==> src/include/fetch_front_defines.svh <==
`ifndef FETCH_FRONT_DEFINES_SVH
`define FETCH_FRONT_DEFINES_SVH

// op queue geometry, one slot always left unused
`define FOQ_SIZE 8
`define FOQ_SIZE_W 3

// first fetch address after reset
`define RESET_PC 32'h0000_0000

`endif

==> src/verilog/fetch_front_pkg.sv <==
`default_nettype none

package fetch_front_pkg;

  // one instruction word seen through each base format
  typedef union packed {
    struct packed {
      logic [6:0] funct7;
      logic [4:0] rs2;
      logic [4:0] rs1;
      logic [2:0] funct3;
      logic [4:0] rd;
      logic [6:0] opcode;
    } r_fmt;
    struct packed {
      logic [11:0] imm;
      logic [4:0]  rs1;
      logic [2:0]  funct3;
      logic [4:0]  rd;
      logic [6:0]  opcode;
    } i_fmt;
    struct packed {
      logic [6:0] imm_hi;
      logic [4:0] rs2;
      logic [4:0] rs1;
      logic [2:0] funct3;
      logic [4:0] imm_lo;
      logic [6:0] opcode;
    } s_fmt;
    struct packed {
      logic       imm_12;
      logic [5:0] imm_10_5;
      logic [4:0] rs2;
      logic [4:0] rs1;
      logic [2:0] funct3;
      logic [3:0] imm_4_1;
      logic       imm_11;
      logic [6:0] opcode;
    } b_fmt;
    struct packed {
      logic [19:0] imm_31_12;
      logic [4:0]  rd;
      logic [6:0]  opcode;
    } u_fmt;
    struct packed {
      logic       imm_20;
      logic [9:0] imm_10_1;
      logic       imm_11;
      logic [7:0] imm_19_12;
      logic [4:0] rd;
      logic [6:0] opcode;
    } j_fmt;
  } inst_word_u;

  // OP_ILLEGAL must stay at zero, the decoder relies on it
  typedef enum logic [5:0] {
    OP_ILLEGAL, OP_LUI, OP_AUIPC, OP_JAL, OP_JALR,
    OP_BEQ, OP_BNE, OP_BLT, OP_BGE, OP_BLTU, OP_BGEU,
    OP_LB, OP_LH, OP_LW, OP_LBU, OP_LHU,
    OP_SB, OP_SH, OP_SW,
    OP_ADDI, OP_SLTI, OP_SLTIU, OP_XORI, OP_ORI, OP_ANDI,
    OP_SLLI, OP_SRLI, OP_SRAI,
    OP_ADD, OP_SUB, OP_SLL, OP_SLT, OP_SLTU,
    OP_XOR, OP_SRL, OP_SRA, OP_OR, OP_AND
  } op_kind_e;

  typedef struct packed {
    op_kind_e    op;
    logic [4:0]  rd;
    logic [4:0]  rs1;
    logic [4:0]  rs2;
    logic [31:0] imm;
    logic        branch;
    logic        ls;
    logic        use_imm;
    logic        jalr;
    logic [31:0] addr;
  } decoded_op_t;

endpackage

`default_nettype wire

==> src/verilog/pc_counter.sv <==
`default_nettype none

`include "fetch_front_defines.svh"

module pc_counter (
  input  logic        clk_in,
  input  logic        arst_n,
  input  logic        rdy,
  input  logic        advance,
  input  logic        redirect,
  input  logic [31:0] redirect_pc,
  output logic [31:0] fetch_pc
);

  // redirect wins over a normal step
  always_ff @(posedge clk_in or negedge arst_n) begin
    if (!arst_n) begin
      fetch_pc <= `RESET_PC;
    end else if (rdy) begin
      if (redirect) begin
        fetch_pc <= redirect_pc;
      end else if (advance) begin
        fetch_pc <= fetch_pc + 32'd4;
      end
    end
  end

endmodule

`default_nettype wire

==> src/verilog/fetch_ctrl.sv <==
`default_nettype none

module fetch_ctrl (
  input  logic clk_in,
  input  logic arst_n,
  input  logic rdy,
  input  logic imem_valid,
  input  logic queue_full,
  input  logic flush,
  output logic imem_req,
  output logic advance,
  output logic push
);

  localparam logic [1:0] ST_IDLE    = 2'd0;
  localparam logic [1:0] ST_WAIT    = 2'd1;
  localparam logic [1:0] ST_DISCARD = 2'd2;

  logic [1:0] state;
  logic [1:0] state_next;
  logic       accept;

  // no request while flushing, pc still holds the old address
  assign imem_req = rdy && (state == ST_IDLE) && !queue_full && !flush;

  // a response landing with a flush belongs to the old stream
  assign accept  = rdy && (state == ST_WAIT) && imem_valid && !flush;
  assign push    = accept;
  assign advance = accept;

  always_comb begin
    state_next = state;
    case (state)
      ST_IDLE: begin
        if (imem_req) begin
          state_next = ST_WAIT;
        end
      end
      ST_WAIT: begin
        if (imem_valid) begin
          state_next = ST_IDLE;
        end else if (flush) begin
          state_next = ST_DISCARD;
        end
      end
      ST_DISCARD: begin
        // swallow the stale word
        if (imem_valid) begin
          state_next = ST_IDLE;
        end
      end
      default: begin
        state_next = ST_IDLE;
      end
    endcase
  end

  always_ff @(posedge clk_in or negedge arst_n) begin
    if (!arst_n) begin
      state <= ST_IDLE;
    end else if (rdy) begin
      state <= state_next;
    end
  end

endmodule

`default_nettype wire

==> src/verilog/inst_decoder.sv <==
`default_nettype none

module inst_decoder import fetch_front_pkg::*; (
  input  inst_word_u  inst,
  input  logic [31:0] pc,
  output decoded_op_t op
);

  localparam logic [6:0] OPC_LUI    = 7'b0110111;
  localparam logic [6:0] OPC_AUIPC  = 7'b0010111;
  localparam logic [6:0] OPC_JAL    = 7'b1101111;
  localparam logic [6:0] OPC_JALR   = 7'b1100111;
  localparam logic [6:0] OPC_BRANCH = 7'b1100011;
  localparam logic [6:0] OPC_LOAD   = 7'b0000011;
  localparam logic [6:0] OPC_STORE  = 7'b0100011;
  localparam logic [6:0] OPC_OPIMM  = 7'b0010011;
  localparam logic [6:0] OPC_OP     = 7'b0110011;

  logic [31:0] imm_i;
  logic [31:0] imm_s;
  logic [31:0] imm_b;
  logic [31:0] imm_u;
  logic [31:0] imm_j;
  logic [2:0]  f3;
  logic [6:0]  f7;

  assign f3 = inst.r_fmt.funct3;
  assign f7 = inst.r_fmt.funct7;

  // sign-extended immediates, one per format view
  assign imm_i = {{20{inst.i_fmt.imm[11]}}, inst.i_fmt.imm};
  assign imm_s = {{20{inst.s_fmt.imm_hi[6]}}, inst.s_fmt.imm_hi, inst.s_fmt.imm_lo};
  assign imm_b = {{20{inst.b_fmt.imm_12}}, inst.b_fmt.imm_11, inst.b_fmt.imm_10_5,
                  inst.b_fmt.imm_4_1, 1'b0};
  assign imm_u = {inst.u_fmt.imm_31_12, 12'h000};
  assign imm_j = {{12{inst.j_fmt.imm_20}}, inst.j_fmt.imm_19_12, inst.j_fmt.imm_11,
                  inst.j_fmt.imm_10_1, 1'b0};

  always_comb begin
    op = '0;
    case (inst.r_fmt.opcode)
      OPC_LUI, OPC_AUIPC: begin
        op.op      = (inst.u_fmt.opcode == OPC_LUI) ? OP_LUI : OP_AUIPC;
        op.rd      = inst.u_fmt.rd;
        op.imm     = imm_u;
        op.use_imm = 1'b1;
      end
      OPC_JAL: begin
        op.op      = OP_JAL;
        op.rd      = inst.j_fmt.rd;
        op.imm     = imm_j;
        op.use_imm = 1'b1;
      end
      OPC_JALR: begin
        op.op      = (f3 == 3'b000) ? OP_JALR : OP_ILLEGAL;
        op.rd      = inst.i_fmt.rd;
        op.rs1     = inst.i_fmt.rs1;
        op.imm     = imm_i;
        op.use_imm = 1'b1;
        op.jalr    = 1'b1;
      end
      OPC_BRANCH: begin
        case (f3)
          3'b000:  op.op = OP_BEQ;
          3'b001:  op.op = OP_BNE;
          3'b100:  op.op = OP_BLT;
          3'b101:  op.op = OP_BGE;
          3'b110:  op.op = OP_BLTU;
          3'b111:  op.op = OP_BGEU;
          default: op.op = OP_ILLEGAL;
        endcase
        op.rs1    = inst.b_fmt.rs1;
        op.rs2    = inst.b_fmt.rs2;
        op.imm    = imm_b;
        op.branch = 1'b1;
      end
      OPC_LOAD: begin
        case (f3)
          3'b000:  op.op = OP_LB;
          3'b001:  op.op = OP_LH;
          3'b010:  op.op = OP_LW;
          3'b100:  op.op = OP_LBU;
          3'b101:  op.op = OP_LHU;
          default: op.op = OP_ILLEGAL;
        endcase
        op.rd      = inst.i_fmt.rd;
        op.rs1     = inst.i_fmt.rs1;
        op.imm     = imm_i;
        op.ls      = 1'b1;
        op.use_imm = 1'b1;
      end
      OPC_STORE: begin
        case (f3)
          3'b000:  op.op = OP_SB;
          3'b001:  op.op = OP_SH;
          3'b010:  op.op = OP_SW;
          default: op.op = OP_ILLEGAL;
        endcase
        op.rs1     = inst.s_fmt.rs1;
        op.rs2     = inst.s_fmt.rs2;
        op.imm     = imm_s;
        op.ls      = 1'b1;
        op.use_imm = 1'b1;
      end
      OPC_OPIMM: begin
        // shifts keep funct7 inside the I immediate
        case (f3)
          3'b000:  op.op = OP_ADDI;
          3'b010:  op.op = OP_SLTI;
          3'b011:  op.op = OP_SLTIU;
          3'b100:  op.op = OP_XORI;
          3'b110:  op.op = OP_ORI;
          3'b111:  op.op = OP_ANDI;
          3'b001:  op.op = (f7 == 7'b0000000) ? OP_SLLI : OP_ILLEGAL;
          default: begin
            if (f7 == 7'b0000000) begin
              op.op = OP_SRLI;
            end else if (f7 == 7'b0100000) begin
              op.op = OP_SRAI;
            end else begin
              op.op = OP_ILLEGAL;
            end
          end
        endcase
        op.rd      = inst.i_fmt.rd;
        op.rs1     = inst.i_fmt.rs1;
        op.imm     = imm_i;
        op.use_imm = 1'b1;
      end
      OPC_OP: begin
        case ({f7, f3})
          {7'b0000000, 3'b000}: op.op = OP_ADD;
          {7'b0100000, 3'b000}: op.op = OP_SUB;
          {7'b0000000, 3'b001}: op.op = OP_SLL;
          {7'b0000000, 3'b010}: op.op = OP_SLT;
          {7'b0000000, 3'b011}: op.op = OP_SLTU;
          {7'b0000000, 3'b100}: op.op = OP_XOR;
          {7'b0000000, 3'b101}: op.op = OP_SRL;
          {7'b0100000, 3'b101}: op.op = OP_SRA;
          {7'b0000000, 3'b110}: op.op = OP_OR;
          {7'b0000000, 3'b111}: op.op = OP_AND;
          default:              op.op = OP_ILLEGAL;
        endcase
        op.rd  = inst.r_fmt.rd;
        op.rs1 = inst.r_fmt.rs1;
        op.rs2 = inst.r_fmt.rs2;
      end
      default: begin
        op.op = OP_ILLEGAL;
      end
    endcase
    // unknown encodings carry nothing but their address
    if (op.op == OP_ILLEGAL) begin
      op = '0;
    end
    op.addr = pc;
  end

endmodule

`default_nettype wire

==> src/verilog/op_queue.sv <==
`default_nettype none

`include "fetch_front_defines.svh"

module op_queue import fetch_front_pkg::*; (
  input  logic        clk_in,
  input  logic        arst_n,
  input  logic        rdy,
  input  logic        push,
  input  logic        flush,
  input  logic        stall,
  input  decoded_op_t in_op,
  output decoded_op_t out_op,
  output logic        out_valid,
  output logic        full
);

  decoded_op_t slots [`FOQ_SIZE];

  logic [`FOQ_SIZE_W-1:0] front;
  logic [`FOQ_SIZE_W-1:0] rear;
  logic                   do_pop;
  logic                   do_push;

  function automatic logic [`FOQ_SIZE_W-1:0] next_ptr(input logic [`FOQ_SIZE_W-1:0] ptr);
    if (ptr == `FOQ_SIZE_W'(`FOQ_SIZE - 1)) begin
      return '0;
    end
    return ptr + 1'b1;
  endfunction

  // one slot stays empty so front == rear always means empty
  assign out_valid = (front != rear);
  assign full      = (next_ptr(rear) == front);
  assign out_op    = out_valid ? slots[front] : '0;

  // head is held while the issue stage stalls
  assign do_pop  = out_valid && !stall;
  assign do_push = push && !full;

  always_ff @(posedge clk_in or negedge arst_n) begin
    if (!arst_n) begin
      front <= '0;
      rear  <= '0;
    end else if (rdy) begin
      if (flush) begin
        front <= '0;
        rear  <= '0;
      end else begin
        if (do_pop) begin
          front <= next_ptr(front);
        end
        if (do_push) begin
          rear <= next_ptr(rear);
        end
      end
    end
  end

  always_ff @(posedge clk_in) begin
    if (rdy && do_push && !flush) begin
      slots[rear] <= in_op;
    end
  end

endmodule

`default_nettype wire

==> src/verilog/fetch_front.sv <==
`default_nettype none

module fetch_front import fetch_front_pkg::*; (
  input  logic        clk_in,
  input  logic        arst_n,
  input  logic        rdy,
  output logic        imem_req,
  output logic [31:0] imem_addr,
  input  logic        imem_valid,
  input  logic [31:0] imem_data,
  input  logic        predict_fail,
  input  logic [31:0] redirect_pc,
  output decoded_op_t issue_op,
  output logic        issue_valid,
  input  logic        issue_stall,
  output logic        queue_full
);

  logic [31:0] fetch_pc;
  logic        advance;
  logic        push;
  decoded_op_t dec_op;

  // pc is held until the response is pushed
  assign imem_addr = fetch_pc;

  pc_counter u_pc_counter (
    .clk_in      (clk_in),
    .arst_n      (arst_n),
    .rdy         (rdy),
    .advance     (advance),
    .redirect    (predict_fail),
    .redirect_pc (redirect_pc),
    .fetch_pc    (fetch_pc)
  );

  fetch_ctrl u_fetch_ctrl (
    .clk_in     (clk_in),
    .arst_n     (arst_n),
    .rdy        (rdy),
    .imem_valid (imem_valid),
    .queue_full (queue_full),
    .flush      (predict_fail),
    .imem_req   (imem_req),
    .advance    (advance),
    .push       (push)
  );

  inst_decoder u_inst_decoder (
    .inst (inst_word_u'(imem_data)),
    .pc   (fetch_pc),
    .op   (dec_op)
  );

  op_queue u_op_queue (
    .clk_in    (clk_in),
    .arst_n    (arst_n),
    .rdy       (rdy),
    .push      (push),
    .flush     (predict_fail),
    .stall     (issue_stall),
    .in_op     (dec_op),
    .out_op    (issue_op),
    .out_valid (issue_valid),
    .full      (queue_full)
  );

endmodule

`default_nettype wire

==> config.mk <==
export PLATFORM = sky130hd
export DESIGN_NAME = fetch_front
export DESIGN_NICKNAME = d
export VERILOG_FILES = /design/src/verilog/fetch_front_pkg.sv /design/src/verilog/pc_counter.sv /design/src/verilog/fetch_ctrl.sv /design/src/verilog/inst_decoder.sv /design/src/verilog/op_queue.sv /design/src/verilog/fetch_front.sv
export VERILOG_INCLUDE_DIRS = /design/src /design/src/include
export SDC_FILE = /design/constraint.sdc
export NUM_CORES = 1
export LEC_CHECK = 0
export BUFFER_PORTS_ARGS = -buffer_cell sky130_fd_sc_hd__buf_4
export CAP_MARGIN = 0
export CORE_UTILIZATION = 38
export CTS_BUF_LIST = sky130_fd_sc_hd__clkbuf_2
export CTS_CLUSTER_SIZE = 20
export DETAILED_ROUTE_END_ITERATION = 8
export PLACE_DENSITY_LB_ADDON = 0.2
export SLEW_MARGIN = 15
export SYNTH_ARGS = -nofsm -noshare
export SYNTH_HDL_FRONTEND = slang
export SYNTH_SLANG_ARGS = --single-unit
==> constraint.sdc <==
create_clock -name clk_in -period 13.4 [get_ports clk_in]
set_input_delay 0.67 -clock clk_in [delete_from_list [all_inputs] [get_ports clk_in]]
set_output_delay 0.67 -clock clk_in [all_outputs]
set_load 0.1 [all_outputs]
== Yosys cells after proc, flatten, opt, wreduce, memory -nomap -nowiden ==
Memories as Yosys holds them, arrays and structs flattened.
Cells that the tools add are included.

* Output and inout bits: 124
* Word-level logic and storage cells: 122
* Memories: 1
* Input port bits: 70
* Memory bits (writable): 712
* Register bits: 40

{| class="wikitable"
|+ Memories
! memory !! depth !! bits a word !! rd ports !! clocked after Yosys merged registers in !! write ports !! line !! text
|-
| u_op_queue.slots || 8 || 89 || 1 || 0 || 1 || op_queue.sv:18 || <nowiki>decoded_op_t slots [`FOQ_SIZE];</nowiki>
|}

* Reduce and logical (&&, ||, !) cells: 32
* Multiplexer cells: 47
* Eq/ne operators: 35
* Add/subtract/negate cells: 3

{| class="wikitable"
|+ Operators with widths
! cell !! number
|-
| 2-to-1 mux 89 bit || 2
|-
| case mux 32 bit (5 select lines) || 1
|-
| 2-to-1 mux 32 bit || 2
|-
| case mux 6 bit (10 select lines) || 1
|-
| case mux 6 bit (8 select lines) || 1
|-
| case mux 6 bit (7 select lines) || 1
|-
| equality test 10 x 3 -> 1 bit (second input constant) || 4
|-
| adder 32 x 3 -> 32 bit (second input constant) || 1
|-
| 2-to-1 mux 3 bit || 10
|-
| 2-to-1 mux 5 bit || 6
|-
| equality test 7 x 6 -> 1 bit (second input constant) || 4
|-
| case mux 4 bit (6 select lines) || 1
|-
| equality test 7 bit (second input constant) || 3
|-
| equality test 10 x 2 -> 1 bit (second input constant) || 2
|-
| equality test 10 x 9 -> 1 bit (second input constant) || 2
|-
| case mux 4 bit (5 select lines) || 1
|-
| equality test 3 bit (second input constant) || 6
|-
| case mux 5 bit (3 select lines) || 1
|-
| equality test 7 x 5 -> 1 bit (second input constant) || 2
|-
| 2-to-1 mux 1 bit || 14
|-
| OR reduction 7 bit || 2
|-
| equality test 10 x 1 -> 1 bit (second input constant) || 1
|-
| logical AND 1 bit || 10
|-
| logical NOT 10 bit || 1
|-
| other kinds (23) || 38
|}

== Longest topological paths before layout ==
* Depth after elaboration: 12
* Depth in mapped cells: 10

== By module ==
Synthesis repeated with hierarchy kept, for this count alone.

* Cells, all modules: 1745
* Area total of the unflattened synthesis: 31641.6 um^2

{| class="wikitable"
|+ Modules (own cells, without submodules)
! module !! cells each !! times used !! sequential area each (um^2) !! area an instance (um^2)
|-
| op_queue || 1185 || 1 || 21530.6 || 27550.2
|-
| pc_counter || 259 || 1 || 800.8 || 2149.6
|-
| inst_decoder || 288 || 1 || 0.0 || 1815.5
|-
| fetch_ctrl || 13 || 1 || 50.0 || 126.4
|}

== Worst setup path after synthesis ==
OpenSTA, ideal clock, no wires.

* Kind: input to register
* Start point: input predict_fail
* End point: memory u_op_queue.slots[4][0] (netlist name), enable pin
* Arrival: 10.931 ns
* Stages on the path: 7
* Library setup time: 0.788 ns
* Data required time: 12.612 ns
* Slack: 1.681 ns
* Cells stage by stage: clkbuf_1 inv_1 nand2_1 a311o_1 or2_2 buf_2 nor4b_1

* Word-level cells in the longest chain between the ends: 7

{| class="wikitable"
|+ Ends and longest elaborated chain
! what !! line !! text
|-
| from (decl) || fetch_front.sv:11 || <nowiki>input logic predict_fail,</nowiki>
|-
| logical NOT 1 bit (*) || fetch_ctrl.sv:27, op_queue.sv:61 ||
|-
| logical AND 1 bit || fetch_ctrl.sv:27 || <nowiki>assign accept = rdy && (state == ST_WAIT) && imem_valid && !flush;</nowiki>
|-
| logical AND 1 bit || op_queue.sv:39 || <nowiki>assign do_push = push && !full;</nowiki>
|-
| logical AND 1 bit || op_queue.sv:61 || <nowiki>if (rdy && do_push && !flush) begin</nowiki>
|-
| logical AND 1 bit (*) || op_queue.sv:61 ||
|-
| 2-to-1 mux 1 bit (*) || op_queue.sv:61 ||
|-
| 2-to-1 mux 1 bit (implied by the code) (*) || op_queue.sv:62 || <nowiki>slots[rear] <= in_op;</nowiki>
|-
| to (decl) || op_queue.sv:18 ||
|}

Every way passes the cells marked *; elsewhere a longest branch is shown, timed or not.

==> results.rst <==
.. list-table::
   :header-rows: 1

   * - Metric
     - Value
   * - First-pass GRT wire length
     - 116300 um
   * - Number of gates resized after CTS
     - 0
   * - Result of the run
     - completed
   * - Via count of the first global-routing pass
     - between 15000 and 20000
   * - Pin count of the biggest net entering global routing
     - 132
   * - Switching pwr
     - 0.002426 W
   * - Weighted congestion reported at the end of routability-driven placement
     - 0.8178
   * - Portion of the post-synthesis area used by sequential elements
     - 0.7226
   * - Dominant cell type by count on the critical path
     - sky130_fd_sc_hd__buf_4
   * - Floorplan die area
     - about 83000 um2
   * - DRC violations left
     - 0
   * - Root Driver
     - sky130_fd_sc_hd__clkbuf_2
   * - Leftover overflow at the end of global routing
     - 0
   * - Count of maximum capacitance violations
     - 0
   * - Most frequently used cell type in the post-synthesis netlist
     - sky130_fd_sc_hd__edfxtp_1
   * - Layout Cells excl Fill
     - 3338
   * - Maximum clock rate
     - ~0.19 GHz
   * - Total track usage
     - 0.1914
   * - Layout area overhead
     - 18.68%
   * - Aggregate negative setup slack
     - 0 ns
   * - Setup repair after global routing missed its margin
     - no
   * - Standard-cell rows
     - 104
   * - Worst-case vdd ir drop
     - 116.6 uV
   * - Gate Count Post-Synth
     - 1692
   * - Post-Syn Area per Cell
     - 18.31 um2
   * - Final count of negative-setup-slack endpoints
     - 0
   * - Worst rel slew slack
     - 0.2169
   * - Clock share of power
     - 0.249
   * - Yosys warning total
     - 0
   * - Share of final-layout standard cells stronger than drive strength 1
     - 0.3260
   * - Syn nets
     - between 1500 and 2000
   * - Post-CTS Setup Bufs
     - 0
   * - Number of antenna violations at the first check in global routing
     - 5
   * - Worst hold margin
     - approximately 0.24 ns
   * - Switching share of power
     - 0.3865
   * - Overall power consumption
     - 0.006277 W
   * - Vias
     - 17650
   * - Top-level port count
     - 194
   * - Tcrit/Tclk final
     - 0.4008
   * - Yosys cell types
     - a little under 70
   * - Via density
     - between 5 and 6
   * - Die Y
     - about 290 um
   * - Drt total wl
     - 77920 um
   * - Count of H-tree levels built during CTS
     - 4
   * - Worst Tran Pin Value
     - ~1.2 ns
   * - Die X
     - about 290 um
   * - Type of the setup path with the least slack
     - reg2out
   * - Cell chain of the critical path
     - buf_4 -> xor2_1 -> nor3_2 -> buf_4 -> nor2_1 -> buf_4
   * - Clock insertion delay at the later pin of the skew report
     - 1.40 ns
   * - Number of CTS-inserted buffers
     - 189
   * - 1st-pass router iterations
     - 8
   * - Async set-or-reset flop fraction in the synthesized netlist
     - 0.05319
   * - Peak per-stage delay on the critical path
     - roughly 0.92 ns
   * - Sequential power share
     - 0.434
   * - Library cell contributing the largest single delay on the critical path
     - sky130_fd_sc_hd__dfrtp_4
   * - Most instantiated flip-flop cell in the synthesis netlist
     - sky130_fd_sc_hd__edfxtp_1
   * - Residual antenna-violating net count after detailed routing
     - 0
   * - Clock tree from TritonCTS
     - done
   * - CTS Sinks
     - ~750
   * - Maximum root-to-sink buffer count
     - 3
   * - Iteration-0 DRC Markers
     - 1341
   * - Setup clock skew after layout
     - 0.1234 ns
   * - Cell Count Post-Placement
     - 2843
   * - Cell taking the most area after synthesis
     - sky130_fd_sc_hd__edfxtp_1
   * - Starting utilization of the core area
     - 0.3846
   * - Capturing element type of the critical path
     - output pin
   * - Core Area
     - 80550 um2
   * - Number of buffer cells added on primary ports
     - 193
   * - Count of pins over their slew limit
     - 0
   * - Mapped Area
     - 30970 um2
   * - Most area-consuming cells after synthesis
     - sky130_fd_sc_hd__edfxtp_1 (69%), sky130_fd_sc_hd__mux4_2 (13%), sky130_fd_sc_hd__dfrtp_1 (3.2%)
   * - Share of power burned in combinational logic
     - 0.317
   * - Total internal power
     - 0.003851 W
   * - Number of flops mapped to enable cells by yosys
     - 712
   * - Area share of the largest cell type after synthesis
     - 0.6903
   * - Leakage power figure
     - approximately 12 nW
   * - Arrival @ worst endpoint
     - 4.70 ns
   * - Hold Fails Final Rpt
     - 0
   * - PD cells
     - 170.7 nW/um2
   * - # nets final
     - ~2200
   * - Clk pin slew, worst setup/hold paths
     - 0.10 ns
   * - Final period demand of the worst path
     - about 5.4 ns
   * - Half-perimeter wire length after placement
     - 44130 um
   * - Register bit count reported by yosys
     - 752
   * - Tightest Hold Check Type
     - in2reg
   * - Startpoint class of the critical path
     - flip-flop
   * - Detailed-route wire length per cell
     - about 23 um
   * - Cell types with the highest counts after synthesis
     - sky130_fd_sc_hd__edfxtp_1 (712), sky130_fd_sc_hd__mux4_2 (178), sky130_fd_sc_hd__nor2_1 (126)
   * - Required time of the worst setup path
     - 12.73 ns
   * - Critical Path Fanout Max
     - 50
-- registers in the layout, summed over array words and instances, names as in the netlist --
signal / flops
u_op_queue.slots: 712
u_op_queue.rear: 3
u_fetch_ctrl.state: 2
u_pc_counter.fetch_pc: 32
u_op_queue.front: 3
-- per-stage QoR --
| stage | utilization | cell area [um2] | setup slack [ns] |
|---|---|---|---|
| final | 0.4564 | 36760 | 8.029 |
| after global routing | 0.4563 | 36760 | 7.501 |
| after CTS | 0.4561 | 36740 | 7.649 |
| after detailed placement | 0.4148 | 33410 | 8.404 |
| after global placement | 0.4148 | 33410 | 8.510 |
| after floorplan | - | 30970 | 1.681 |
-- layout make-up --
class                      count  area [um2]
antenna                        5       12.51
clock buffer                 276        1381
clock inverter                61       409.1
fill                        7041       43790
inverter                      11       41.29
multi-input combinational    792        7919
sequential                   752       22390
tap                         1060        1326
timing repair buffer         381        3278
-- layer usage --
metal,up-vias,track usage,routed length [um]
met4,0,0.06742,1638
met5,-,0,0
met2,584,0.3150,38430
met3,122,0.04643,4898
met1,9124,0.2470,32950
li1,7820,-,-
-- critical path, delay by kind of cell (launching register included) --
family / cells / cell delay [ns]
xor+xnor: 1 / 0.18
buf+inv: 3 / 1.72
flops: 1 / 0.92
simple gates: 2 / 0.38
-- what timing repair did --
action                                  CTS  global route
endpoints found under the hold margin   520             0
endpoints found under the setup margin    0             0
hold buffers                            153             0
-- cell usage in the layout, fill, tap and decap left out, types with 4 or more instances in the layout --
cell type	n
sky130_fd_sc_hd__mux2i_1	100
sky130_fd_sc_hd__clkinv_2	6
sky130_fd_sc_hd__mux4_2	178
sky130_fd_sc_hd__o21ai_0	28
sky130_fd_sc_hd__a21oi_1	95
sky130_fd_sc_hd__o22ai_1	14
sky130_fd_sc_hd__nand2_1	65
sky130_fd_sc_hd__nand2b_1	9
sky130_fd_sc_hd__xnor2_1	5
sky130_fd_sc_hd__dfrtp_1	37
sky130_fd_sc_hd__inv_6	6
sky130_fd_sc_hd__xor2_1	4
sky130_fd_sc_hd__a211oi_1	4
sky130_fd_sc_hd__dlygate4sd3_1	152
sky130_fd_sc_hd__nand4_1	13
sky130_fd_sc_hd__nor3_2	5
sky130_fd_sc_hd__ha_1	5
sky130_fd_sc_hd__diode_2	5
sky130_fd_sc_hd__nand3_1	12
sky130_fd_sc_hd__bufinv_16	4
sky130_fd_sc_hd__edfxtp_1	712
sky130_fd_sc_hd__o31ai_1	6
sky130_fd_sc_hd__and3_1	5
sky130_fd_sc_hd__buf_4	226
sky130_fd_sc_hd__clkbuf_2	276
sky130_fd_sc_hd__nand3b_1	4
sky130_fd_sc_hd__nor3_1	16
sky130_fd_sc_hd__nor2_1	125
sky130_fd_sc_hd__or2_2	8
sky130_fd_sc_hd__a22o_1	4
sky130_fd_sc_hd__clkinv_1	39
sky130_fd_sc_hd__inv_1	11
sky130_fd_sc_hd__a22oi_1	18
-- final timing paths --
check / startpoint / to / slack (ns) / cells after the start
min in group asynchronous: arst_n / u_pc_counter.fetch_pc[10] / 0.30 / 4
worst max-delay path: u_op_queue.front[0] / issue_op[76] / 8.03 / 6
worst min register to register: u_fetch_ctrl.state[0] / u_fetch_ctrl.state[0] / 0.59 / 1
worst max register to register: u_op_queue.front[2] / u_op_queue.slots[1][57] / 8.77 / 7
max in group asynchronous: arst_n / u_op_queue.front[1] / 12.78 / 4
worst min-delay path: predict_fail / u_pc_counter.fetch_pc[19] / 0.24 / 3
-- cells by family after synthesis --
kind of cell    count (synthesis)  synth area share
compound gates                206           0.04043
simple gates                  292           0.04609
xor+xnor                        9          0.002545
buf+inv                       148           0.02391
fa+ha+maj                       6          0.002343
flops                         752            0.7226
mux                           279            0.1621
-- power groups by stage --
stage | combinational (W) | sequential [W] | clock (W)
floorplan | 0.00157 | 0.00272 | 0
global placement | 0.00195 | 0.00278 | 0
detailed placement | 0.00196 | 0.00278 | 0
CTS | 0.00202 | 0.00273 | 0.00163
global route | 0.00209 | 0.00274 | 0.00174
finish | 0.00199 | 0.00272 | 0.00156
No activity file was read; power rests on OpenSTA's default activity.
